===== src/gba_irq_pkg.sv =====
// interrupt subsystem package
package gba_irq_pkg;

    // display timing, one frame is h_total x v_total clocks
    localparam int h_total = 308;
    localparam int v_total = 228;
    localparam logic [8:0] h_blank_start = 9'd240; // first dot of hblank
    localparam logic [7:0] v_blank_start = 8'd160; // first line of vblank

    localparam logic [4:0] cpsr_mode_irq = 5'b10010; // cpu IRQ mode
    localparam int num_irq = 14;

    // register map, byte addresses
    localparam logic [3:0] addr_ie_if = 4'h0;
    localparam logic [3:0] addr_ime = 4'h4;
    localparam logic [3:0] addr_dispstat = 4'h8; // compare in 15:8
    localparam logic [3:0] addr_vcount = 4'hc;   // read only

    localparam logic [1:0] axi_resp_okay = 2'b00;
    localparam logic [1:0] axi_resp_slverr = 2'b10;

    // bit 0 vblank, 1 hblank, 2 vcount, 3..6 timers, 7 serial,
    // 8..11 dma, 12 keypad, 13 game pak
    typedef logic [num_irq-1:0] irq_vec_t;

    // declared msb first so timer0 lands on bit 0
    typedef struct packed {
        logic game_pak;
        logic keypad;
        logic dma3;
        logic dma2;
        logic dma1;
        logic dma0;
        logic serial;
        logic timer3;
        logic timer2;
        logic timer1;
        logic timer0;
    } irq_sources_t;

    typedef struct packed {
        logic [8:0] hcount;
        logic [7:0] vcount;
    } video_pos_t;

    // IE_IF word: flags or ack bits above, enable below
    typedef union packed {
        logic [31:0] raw;
        struct packed {
            logic [15:0] if_ack;
            logic [15:0] ie;
        } split;
    } irq_word_u;

endpackage


===== src/video_timing.sv =====
// video dot and line counters
module video_timing import gba_irq_pkg::*; (
    input  logic       clock,
    input  logic       reset,
    output video_pos_t pos
);

    logic h_wrap; // last dot of the line
    logic v_wrap; // last line of the frame

    assign h_wrap = (pos.hcount == 9'(h_total - 1));
    assign v_wrap = (pos.vcount == 8'(v_total - 1));

    // dot counter, one dot per clock
    always_ff @(posedge clock, posedge reset) begin
        if (reset) begin
            pos.hcount <= '0;
        end else if (h_wrap) begin
            pos.hcount <= '0;
        end else begin
            pos.hcount <= pos.hcount + 9'd1;
        end
    end

    // line counter steps at end of line
    always_ff @(posedge clock, posedge reset) begin
        if (reset) begin
            pos.vcount <= '0;
        end else if (h_wrap) begin
            if (v_wrap) begin
                pos.vcount <= '0;
            end else begin
                pos.vcount <= pos.vcount + 8'd1;
            end
        end
    end

endmodule


===== src/interrupt_controller.sv =====
// interrupt request controller
module interrupt_controller import gba_irq_pkg::*; (
    input  logic         clock,
    input  logic         reset,
    input  video_pos_t   pos,
    input  logic [7:0]   set_vcount,
    input  irq_sources_t sources,
    input  logic [4:0]   cpu_mode,
    input  irq_vec_t     ie,
    input  logic         ime,
    input  irq_vec_t     ack,
    output irq_vec_t     flags,
    output logic         nIRQ
);

    logic vblank_cond, hblank_cond, vmatch_cond;
    logic vblank_prev, hblank_prev, vmatch_prev;
    logic vblank_ev, hblank_ev, vmatch_ev; // one cycle pulses
    irq_vec_t set_vec;
    irq_vec_t pending;                     // flags that pass ie
    logic irq_req;

    assign vblank_cond = (pos.vcount == v_blank_start);
    assign hblank_cond = (pos.hcount == h_blank_start);
    assign vmatch_cond = (pos.vcount == set_vcount);

    // previous condition values for edge detection
    // a condition already true out of reset is not an entry, so start at 1
    always_ff @(posedge clock, posedge reset) begin
        if (reset) begin
            vblank_prev <= 1'b1;
            hblank_prev <= 1'b1;
            vmatch_prev <= 1'b1;
        end else begin
            vblank_prev <= vblank_cond;
            hblank_prev <= hblank_cond;
            vmatch_prev <= vmatch_cond;
        end
    end

    assign vblank_ev = vblank_cond & ~vblank_prev;
    assign hblank_ev = hblank_cond & ~hblank_prev;
    assign vmatch_ev = vmatch_cond & ~vmatch_prev;

    // peripheral lines sit above the three display events
    assign set_vec = {sources, vmatch_ev, hblank_ev, vblank_ev};

    // sticky flags, ack has priority over a new set
    always_ff @(posedge clock, posedge reset) begin
        if (reset) begin
            flags <= '0;
        end else begin
            flags <= (flags | set_vec) & ~ack;
        end
    end

    assign pending = flags & ie;

    // no new request while the cpu is already servicing one
    assign irq_req = (|pending) & ime & (cpu_mode != cpsr_mode_irq);

    always_ff @(posedge clock, posedge reset) begin
        if (reset) begin
            nIRQ <= 1'b1;
        end else begin
            nIRQ <= ~irq_req; // active low
        end
    end

endmodule


===== src/irq_regs.sv =====
// interrupt register block, AXI4-Lite slave
module irq_regs import gba_irq_pkg::*; (
    input  logic        clock,
    input  logic        reset,
    input  logic [3:0]  awaddr,
    input  logic        awvalid,
    output logic        awready,
    input  logic [31:0] wdata,
    input  logic        wvalid,
    output logic        wready,
    output logic [1:0]  bresp,
    output logic        bvalid,
    input  logic        bready,
    input  logic [3:0]  araddr,
    input  logic        arvalid,
    output logic        arready,
    output logic [31:0] rdata,
    output logic [1:0]  rresp,
    output logic        rvalid,
    input  logic        rready,
    input  irq_vec_t    flags,
    input  video_pos_t  pos,
    output irq_vec_t    ie,
    output logic        ime,
    output logic [7:0]  set_vcount,
    output irq_vec_t    ack
);

    logic      live;    // set one cycle after reset
    logic      wr_hs, rd_hs;
    irq_word_u wr_word;
    irq_word_u rd_word;
    logic [1:0] wr_resp, rd_resp;

    always_ff @(posedge clock, posedge reset) begin
        if (reset) begin
            live <= 1'b0;
        end else begin
            live <= 1'b1;
        end
    end

    // address and data taken together, one write in flight
    assign awready = live & awvalid & wvalid & ~bvalid;
    assign wready = awready;
    assign arready = live & ~rvalid;

    assign wr_hs = awvalid & wvalid & awready;
    assign rd_hs = arvalid & arready;

    assign wr_word.raw = wdata;

    always_comb begin
        case (awaddr)
            addr_ie_if, addr_ime, addr_dispstat: wr_resp = axi_resp_okay;
            default: wr_resp = axi_resp_slverr; // vcount is read only
        endcase
    end

    // register writes, ack lasts one cycle alongside bvalid
    always_ff @(posedge clock, posedge reset) begin
        if (reset) begin
            ie <= '0;
            ime <= 1'b0;
            set_vcount <= '0;
            ack <= '0;
            bvalid <= 1'b0;
        end else begin
            ack <= '0;
            if (bvalid && bready) begin
                bvalid <= 1'b0;
            end
            if (wr_hs) begin
                bvalid <= 1'b1;
                case (awaddr)
                    addr_ie_if: begin
                        ie <= wr_word.split.ie[num_irq-1:0];
                        ack <= wr_word.split.if_ack[num_irq-1:0]; // write 1 to clear
                    end
                    addr_ime: ime <= wdata[0];
                    addr_dispstat: set_vcount <= wdata[15:8];
                    default: ;
                endcase
            end
        end
    end

    always_comb begin
        rd_word.raw = '0;
        rd_resp = axi_resp_okay;
        case (araddr)
            addr_ie_if: begin
                rd_word.split.if_ack = 16'(flags & ie); // only enabled flags show
                rd_word.split.ie = 16'(ie);
            end
            addr_ime: rd_word.raw = {31'b0, ime};
            addr_dispstat: rd_word.raw = {16'b0, set_vcount, 8'b0};
            addr_vcount: rd_word.raw = {24'b0, pos.vcount};
            default: rd_resp = axi_resp_slverr;
        endcase
    end

    always_ff @(posedge clock, posedge reset) begin
        if (reset) begin
            rvalid <= 1'b0;
        end else if (rd_hs) begin
            rvalid <= 1'b1;
        end else if (rready) begin
            rvalid <= 1'b0;
        end
    end

    // response payloads
    always_ff @(posedge clock) begin
        if (wr_hs) begin
            bresp <= wr_resp;
        end
        if (rd_hs) begin
            rdata <= rd_word.raw;
            rresp <= rd_resp;
        end
    end

endmodule


===== src/gba_irq_top.sv =====
// interrupt subsystem top level
module gba_irq_top import gba_irq_pkg::*; (
    input  logic         clock,
    input  logic         reset,
    input  logic [3:0]   awaddr,
    input  logic         awvalid,
    output logic         awready,
    input  logic [31:0]  wdata,
    input  logic         wvalid,
    output logic         wready,
    output logic [1:0]   bresp,
    output logic         bvalid,
    input  logic         bready,
    input  logic [3:0]   araddr,
    input  logic         arvalid,
    output logic         arready,
    output logic [31:0]  rdata,
    output logic [1:0]   rresp,
    output logic         rvalid,
    input  logic         rready,
    input  irq_sources_t sources,
    input  logic [4:0]   cpu_mode,
    output logic         nIRQ
);

    video_pos_t pos;
    irq_vec_t   ie;
    irq_vec_t   ack;
    irq_vec_t   flags;  // raw, unmasked
    logic       ime;
    logic [7:0] set_vcount;

    video_timing u_timing (
        .clock (clock),
        .reset (reset),
        .pos   (pos)
    );

    interrupt_controller u_irq (
        .clock      (clock),
        .reset      (reset),
        .pos        (pos),
        .set_vcount (set_vcount),
        .sources    (sources),
        .cpu_mode   (cpu_mode),
        .ie         (ie),
        .ime        (ime),
        .ack        (ack),
        .flags      (flags),
        .nIRQ       (nIRQ)
    );

    irq_regs u_regs (
        .clock      (clock),
        .reset      (reset),
        .awaddr     (awaddr),
        .awvalid    (awvalid),
        .awready    (awready),
        .wdata      (wdata),
        .wvalid     (wvalid),
        .wready     (wready),
        .bresp      (bresp),
        .bvalid     (bvalid),
        .bready     (bready),
        .araddr     (araddr),
        .arvalid    (arvalid),
        .arready    (arready),
        .rdata      (rdata),
        .rresp      (rresp),
        .rvalid     (rvalid),
        .rready     (rready),
        .flags      (flags),
        .pos        (pos),
        .ie         (ie),
        .ime        (ime),
        .set_vcount (set_vcount),
        .ack        (ack)
    );

endmodule


===== config.mk =====
export PLATFORM = sky130hd
export DESIGN_NAME = gba_irq_top
export DESIGN_NICKNAME = d
export VERILOG_FILES = /design/src/gba_irq_pkg.sv /design/src/video_timing.sv /design/src/interrupt_controller.sv /design/src/irq_regs.sv /design/src/gba_irq_top.sv
export SDC_FILE = /design/constraint.sdc
export NUM_CORES = 1
export LEC_CHECK = 0
export BUFFER_PORTS_ARGS = -buffer_cell sky130_fd_sc_hd__buf_2
export CORE_UTILIZATION = 53
export DETAILED_ROUTE_END_ITERATION = 12
export GPL_ROUTABILITY_DRIVEN = 0
export MAX_ROUTING_LAYER = met4
export PLACE_DENSITY = 0.79
export SLEW_MARGIN = 20
export SYNTH_ARGS = -nofsm -noshare
export SYNTH_HDL_FRONTEND = slang
export SYNTH_SLANG_ARGS = --single-unit
export TNS_END_PERCENT = 20

===== constraint.sdc =====
create_clock -name clock -period 2.6 [get_ports clock]
set_clock_uncertainty 0.15 [all_clocks]
set_input_delay 0.26 -clock clock [delete_from_list [all_inputs] [get_ports clock]]
set_output_delay 0.26 -clock clock [all_outputs]
set_load 0.02 [all_outputs]

After elaboration in Yosys (flattened, before gate mapping). Index checks and enable logic that the tools add are counted.

Add/sub/neg operators: 2. Eq/ne operators: 11. Muxes and demuxes: 11. Bitwise logic cells: 23. Reductions and logical operators: 11.

Operator list (count): case mux 32 bit (4 select lines) (1); AND 14 bit (3); two-way mux 14 bit (2); == test 8 bit, second input constant (2); inverter 14 bit (1); bitwise OR 14 bit (1); OR reduction 14 bit (1); AND 1 bit (12); == test 4 bit, second input constant (3); adder 9 x 1 -> 9 bit, second input constant (1); == test 9 x 8 -> 1 bit, second input constant (1); == test 9 bit, second input constant (1); two-way mux 9 bit (1); adder 8 x 1 -> 8 bit, second input constant (1); == test 4 x 3 -> 1 bit, second input constant (2); == test 8 bit (1); zero test 4 bit (2); two-way mux 8 bit (1); inverter 1 bit (6); AND reduction 2 bit (3); inequality test 5 bit, second input constant (1); two-way mux 1 bit (4); two-way mux 2 bit (2); nonzero test 2 bit (2); other kinds (3) (3).

Register bits: 111. Bits of input ports: 63. Output and inout bits: 42.

Longest topological paths before layout. Gate-level depths: netlist of run 1.

Depth in word-level cells: 5. Gate-level depth with buffers: 6. Gate-level depth less buffers: 5.

Cells and area by module. A second synthesis of run 1 with hierarchy kept.

Cell total of the unflattened synthesis: 336. Area total of the unflattened synthesis: 4500.6 um2.

Modules (own cells, without submodules): irq_regs (instances 1, cells an instance 177, area an instance 2837.7 um2); video_timing (instances 1, cells an instance 80, area an instance 847.1 um2); interrupt_controller (instances 1, cells an instance 79, area an instance 815.8 um2).

Worst setup path before layout of run 1. Ideal clock, no wire load.

Path type: reg2reg. Start point: register u_regs.rvalid. End point: register u_regs.rdata[0], enable pin. Setup time: 0.392 ns. Arrival: 1.695 ns. Slack: 0.364 ns. Cell stages (with the launch flop): 3. Period minus slack after synthesis: 2.236 ns. Cells stage by stage: dfrtp_1 > nor2b_1 > and2_1.

Cells in the longest elaborated chain, start to end: 3.

RTL lines: start: declaration (line irq_regs.sv:19) `output logic rvalid,`; start signal: assignment (line irq_regs.sv:105) `rvalid <= 1'b0;`; start signal: assignment (line irq_regs.sv:107) `rvalid <= 1'b1;`; start signal: assignment (line irq_regs.sv:109) `rvalid <= 1'b0;`; inverter 1 bit (line irq_regs.sv:46) `assign arready = live & ~rvalid;`; AND 1 bit (line irq_regs.sv:46); net arready (line gba_irq_top.sv:16) `output logic arready,`; AND 1 bit (line irq_regs.sv:49) `assign rd_hs = arvalid & arready;`; net u_regs.rd_hs (line irq_regs.sv:30) `logic wr_hs, rd_hs;`; end signal: assignment (line irq_regs.sv:119) `rdata <= rd_word.raw;`; end: declaration (line irq_regs.sv:17) `output logic [31:0] rdata,`.

The timed path passes the listed nets, and every way through them passes these cells. A chain may end at the register's enable or synchronous reset.

Worst setup path after layout of run 1.
Start point: register u_regs.bvalid. End point: register u_regs.ie[6].

Cells in the longest elaborated chain, start to end: 4.

RTL lines: start: declaration (line irq_regs.sv:12) `output logic bvalid,`; start signal: assignment (line irq_regs.sv:67) `bvalid <= 1'b0;`; start signal: assignment (line irq_regs.sv:71) `bvalid <= 1'b0;`; start signal: assignment (line irq_regs.sv:74) `bvalid <= 1'b1;`; inverter 1 bit (line irq_regs.sv:44) `assign awready = live & awvalid & wvalid & ~bvalid;`; AND 1 bit (line irq_regs.sv:44); AND 1 bit (line irq_regs.sv:48) `assign wr_hs = awvalid & wvalid & awready;`; AND reduction 2 bit (no line); end signal: assignment (line irq_regs.sv:77) `ie <= wr_word.split.ie[num_irq-1:0];`; end: declaration (line irq_regs.sv:23) `output irq_vec_t ie,`.

No other way between the ends.

==> out/qor.yml, run 1 <==
grt.met2_usage_pct: 41.2
drt_iter0_markers: 125
vias: 3109
htree_levels: 3
fillers: 530
synth_async_sr_flop_share_pct: 70.1
end_kind: "flop"
place_ws_ns: 0.625
ir_worst_vdd_mv: 0.371
max_freq_mhz: 501
dr.pass1.iters: 4
yosysTopAreaCellShare_pct: 40.1
hold_depth: 2
antenna_left: 0
yosysMostFrequentCell: "dfrtp_1"
grt_use_met3_pct: 4.15
p_per_area_nw_per_um2: 569
finalCritPeriodShare_pct: 76.8
drt_wl_total_microns: 9480
clockRootBuffer: "clkbuf_8"
worstRegToRegCells: 5
portBuffers: 98
via_per_inst: 5.28
r2r_start: "u_regs.bvalid"
r2r-end: "u_regs.ie[6]"
postCtsSetupBuffers: 0
clk_pin_slew_ns: 0.11
first_global_vias: 3225
relSlewSlack_pct: 62.8
synth_top_area_cell: "dfrtp_1"
arrival_ns: 2.11
n_antenna_cell: 0
grt_max_degree: 39
grt.busiest_layer: "met2"
grt_usage_pct: 24.3
hold_start: "awaddr[0]"
hold_viol_final: 0
drc: 0
rrSetupSlack_ns: 0.60
synth_edf_count: 32
clk_latency_ns: 0.37
avgSynthCellArea_sq_um: 13.2
critPathMaxFanout: 28
wl_per_cell_microns: 16.1
outcome: "completed"
area_growth_pct: 27.5
ys_seq_area_share_pct: 64.2
crit_type: "flop to flop"
fin_nets: 549
grt_util_met1_pct: 28.5
rsz0062_at_grt: "false"
setup_viol: 0
min_period_ns: 2.00
start_util_pct: 56.1
hpwlAfterDp_microns: 6230
cap_viol_max_count: 0
synth_flop_cell: "dfrtp_1"
yosysWarnings: 0
synth.area.top_cells: "dfrtp_1, edfxtp_1, mux2_2, a22o_1, nor2_1"
yosys-top-cells-count: "dfrtp_1, nor2_1, edfxtp_1"
cts_tree: "yes"
num_rows: 32
die-area_sq_um: 8720
ys_ff_latch: 107
chipHeight_microns: 93.4
antenna_found_initial: 0
cp.required_ns: 2.71
setup_ws_ns: 0.603
grt_pass1_wl_microns: 15200
total_leakage_power_uw: 0.00265
clkSinkCount: 107
core_region_area_sq_um: 7890
post_synth_inst_count: 335
synth.distinct_cells: 47
startpoint_type: "flop"
overflow: 0
hold_class: "input port to flop"
hold_path_end: "u_regs.bresp[1]"
clock_path_buffers: 2
die_w_microns: 93.4
worst_pin_slew_ns: 0.556
fin_tns_setup_ns: 0
slew_violations: 0
io_pins: 105
synthesis.area_sq_um: 4430
cts_made_buffers: 9
drive_gt1_share_pct: 31.4
## flip-flops by register name, indices dropped and copies added (netlist names)
register           count
u_irq.flags           14
u_irq.hblank_prev      1
u_irq.nIRQ             1
u_irq.vblank_prev      1
u_irq.vmatch_prev      1
u_regs.ack            14
u_regs.bresp           1
u_regs.bvalid          1
u_regs.ie             14
u_regs.ime             1
u_regs.live            1
u_regs.rdata          30
u_regs.rresp           1
u_regs.rvalid          1
u_regs.set_vcount      8
u_timing.pos          17
## how the worst max path moves through the flow
stage,startpoint,to,slack (ns),depth (start not counted)
after floorplan,reset,u_irq.flags[0],0.29,1
after global placement,u_regs.bvalid,u_regs.ie[6],0.65,5
after detailed placement,u_regs.bvalid,u_regs.ie[11],0.62,5
after CTS,u_regs.bvalid,u_regs.ie[9],0.59,5
after global routing,u_regs.bvalid,u_regs.ie[6],0.48,5
final,u_regs.bvalid,u_regs.ie[6],0.60,5
## repair_timing
action,CTS,global route
hold buffers,45,0
setup endpoints to repair,0,0
gates resized for setup,0,0
hold endpoints to repair,119,0
## where the power goes
| part | internal (uW) | total [uW] | switching (uW) |
|---|---|---|---|
| Clock | 377 | 991 | 614 |
| Combinational | 179 | 348 | 169 |
| Sequential | 1820 | 1880 | 60.9 |
## per-layer routing
layer  wire [microns]  vias up
met5                0        -
met4              264        0
met3              445       21
met2             4830      101
met1             3940     1518
li1                 -     1469
## critical path: stages, from the launching register on
cell and delay (ns):
dfrtp_1 0.40, nand4b_4 0.20, nor3_2 0.20, nor3b_4 0.21, buf_4 0.34, mux2_2 0.38
## cell families (layout without fill, tap and decap cells)
group                      after synthesis  after routing  synth area share, %
xor gates and xnor gates                16             16                 3.17
other                                    2              5                0.170
and+or+nand+nor                        114            114                 14.6
buffers and inverters                   29            178                 3.42
AOI/OAI and AO/OA                       38             38                 6.53
DFF                                    107            107                 64.2
adders and majority gates                4              4                 1.13
muxes                                   25             25                 6.76
## layout by cell type, fill, tap and decap left out, drive strengths merged, types with 14 or more instances in the layout
cell type,instances
a22o,18
and2,19
and3,16
buf,103
dfrtp,71
dlygate4sd3,45
edfxtp,32
inv,18
mux2,24
nor2,40
xnor2,14
## metrics by stage
step | power, uW | cells | utilization, % | hold slack (ns) | cell area [sq um]
2_1_floorplan | 2080 | 338 | - | 0.206 | 4440
3_3_place_gp | 2190 | 528 | 63.4 | 0.230 | 5000
3_5_place_dp | 2200 | 528 | 63.4 | 0.232 | 5000
4_1_cts | 3230 | 589 | 71.6 | 0.00751 | 5650
5_1_grt | 3340 | 589 | 71.6 | 0.0214 | 5650
6_report | 3210 | 589 | 71.6 | 0.0223 | 5650
## cell type report
class                   count  area [sq um]  area share (%)
clock buffers               9           124            2.19
clock inverters             7          70.1            1.24
inverters                  14          52.6           0.931
multi-input cells         202          1450            25.7
flip-flops and latches    107          2840            50.4
well taps                 102           128            2.26
repair buffers            148           978            17.3
No activity file was read; power rests on OpenSTA's default activity.
==> run 2, diff against run 1 <==
- clock period: 2.6 -> 2 ns (I/O delays scaled with it)
==> run 2 against run 1 <==
Global-route usage up 0.13 points. Worst setup slack lost 0.50 ns. Total power is 30% higher. Utilization is 0.92 points higher. Combinational power is 33% higher. First-iteration DRC count up 70%. Sequential power increased by 30%. Critical path type unchanged. Largest power group unchanged. Critical path depth did not move.
==> out/qor.yml, run 2 (same netlist as run 1, synthesis figures left out) <==
outcome: "completed"  # unchanged
wl_per_cell_microns: 16.6  # was 16.1 microns
portBuffers: 98  # unchanged
arrival_ns: 2.01  # was 2.11 ns
largest_reg_flops: 30  # unchanged
antenna_found_initial: 0  # unchanged
start_util_pct: 56.1  # unchanged
cts_tree: "yes"  # unchanged
antenna_left: 0  # unchanged
grt_max_degree: 72  # was 39
critPathMaxFanout: 28  # unchanged
hold_class: "input port to flop"  # unchanged
min_period_ns: 1.90  # was 2.00 ns
regArea_sq_um: 2840  # unchanged
drt_iter0_markers: 212  # was 125
reg_top3: "u_regs.rdata: 30 flops, u_timing.pos: 17 flops"  # unchanged
top_register: "u_regs.rdata"  # unchanged
cp.required_ns: 2.11  # was 2.71 ns
fillers: 509  # was 530
relSlewSlack_pct: 62.2  # was 62.8%
clock_path_buffers: 2  # unchanged
die_w_microns: 93.4  # unchanged
clk_latency_ns: 0.38  # was 0.37 ns
worstPathCellList: "nand4b_4, nor3_4, nor3b_4, buf_12, mux2_2"  # was nand4b_4, nor3_2, nor3b_4, buf_4, mux2_2
slew_violations: 0  # unchanged
cp_slowest_cell: "dfrtp_1"  # unchanged
die-area_sq_um: 8720  # unchanged
end_kind: "flop"  # unchanged
overflow: 0  # unchanged
vias: 3215  # was 3109
max_freq_mhz: 526  # was 501 MHz
clk_pin_slew_ns: 0.11  # about the same
grt_pass1_wl_microns: 15400  # was 15200 microns
io_pins: 105  # unchanged
clkSinkCount: 107  # unchanged
finalCritPeriodShare_pct: 95.0  # was 76.8%
via_per_inst: 5.42  # was 5.28
grt_usage_pct: 24.4  # was 24.3%
hold_ws_ns: 0.0146  # was 0.0223 ns
hold_start: "araddr[0]"  # was awaddr[0]
area_growth_pct: 29.2  # was 27.5%
multiInputGateArea_sq_um: 1460  # was 1450 sq um
drive_gt1_share_pct: 31.4  # about the same
total_leakage_power_uw: 0.00267  # was 0.00265 uW
fin_nets: 553  # was 549
final_cell_mix: "buf_2, dfrtp_1, dlygate4sd3_1"  # unchanged
startpoint_type: "flop"  # unchanged
first_global_vias: 3238  # was 3225
worst_pin_slew_ns: 0.564  # was 0.556 ns
num_rows: 32  # unchanged
hold_viol_final: 0  # unchanged
r2r-end: "u_regs.ie[5]"  # was u_regs.ie[6]
drc: 0  # unchanged
setup_viol: 0  # unchanged
postCtsSetupBuffers: 0  # unchanged
p_per_area_nw_per_um2: 729  # was 569 nW/um^2
crit_type: "flop to flop"  # unchanged
chipHeight_microns: 93.4  # unchanged
rrSetupSlack_ns: 0.10  # was 0.60 ns
final_common_cell: "buf_2"  # unchanged
drt_wl_total_microns: 9860  # was 9480 microns
hpwlAfterDp_microns: 6360  # was 6230 microns
setup_ws_ns: 0.100  # was 0.603 ns
n_antenna_cell: 0  # unchanged
worstRegToRegCells: 5  # unchanged
htree_levels: 3  # unchanged
clockRootBuffer: "clkbuf_8"  # unchanged
ir_worst_vdd_mv: 0.504  # was 0.371 mV
slowest_delay_ns: 0.41  # was 0.40 ns
cap_viol_max_count: 0  # unchanged
cts_made_buffers: 9  # unchanged
dr.pass1.iters: 5  # was 4
core_region_area_sq_um: 7890  # unchanged
r2r_start: "u_regs.bvalid"  # unchanged
place_ws_ns: 0.0832  # was 0.625 ns
hold_depth: 3  # was 2
rsz0062_at_grt: "false"  # unchanged
hold_path_end: "u_regs.rresp[1]"  # was u_regs.bresp[1]
## run 2: worst max-delay path, delay by kind of cell (launching register included)
family / cells / cell delay [ns]
multiplexers: 1 / 0.35
flip-flops: 1 / 0.41
AND/OR/NAND/NOR: 3 / 0.63
buffers and inverters: 1 / 0.22
## run 2: report_power, final
part	switching [uW]	internal (uW)
clock	783	477
combinational	221	242
sequential	85.7	2360
total	1090	3080
## run 2: routing by layer
| metal | routed length [microns] | track usage [%] | part of all wire, % |
|---|---|---|---|
| met4 | 201 | 8.85 | 2.0 |
| met5 | 0 | - | 0 |
| met2 | 5020 | 41.2 | 51 |
| met1 | 4090 | 29.7 | 41 |
| met3 | 545 | 4.39 | 5.5 |
## run 2: what timing repair did
action / CTS / global route
endpoints found under the setup margin: 0 / 12
resized for setup: 0 / 1
endpoints found under the hold margin: 123 / 0
hold buffers: 48 / 0
## run 2: through the flow
step / util (%) / std cells / total power, uW / area, sq um / setup TNS (ns)
CTS: 72.4 / 593 / 4180 / 5710 / 0
detailed placement: 64.0 / 529 / 2880 / 5050 / 0
floorplan: - / 338 / 2700 / 4440 / -7.37
global placement: 64.0 / 529 / 2860 / 5050 / 0
finish: 72.5 / 593 / 4170 / 5720 / 0
global route: 72.5 / 593 / 4330 / 5720 / 0
## run 2: how the worst max path moves through the flow
stage                   from  slack (ns)               to
2_1_floorplan  u_regs.rvalid       -0.24  u_regs.rdata[0]
3_3_place_gp   u_regs.bvalid        0.16     u_regs.ie[6]
3_5_place_dp   u_regs.bvalid        0.08    u_regs.ie[12]
4_1_cts        u_regs.bvalid        0.05     u_regs.ie[5]
5_1_grt        u_regs.bvalid       0.004     u_regs.ie[6]
6_report       u_regs.bvalid        0.10     u_regs.ie[5]
## run 2: layout make-up
cell class	count	area share [%]
Inverter	14	0.985
Timing Repair Buffer	152	18.4
Clock buffer	9	2.17
Tap cell	102	2.23
Clock inverter	7	1.01
Multi-Input combinational cell	202	25.5
Sequential cell	107	49.7
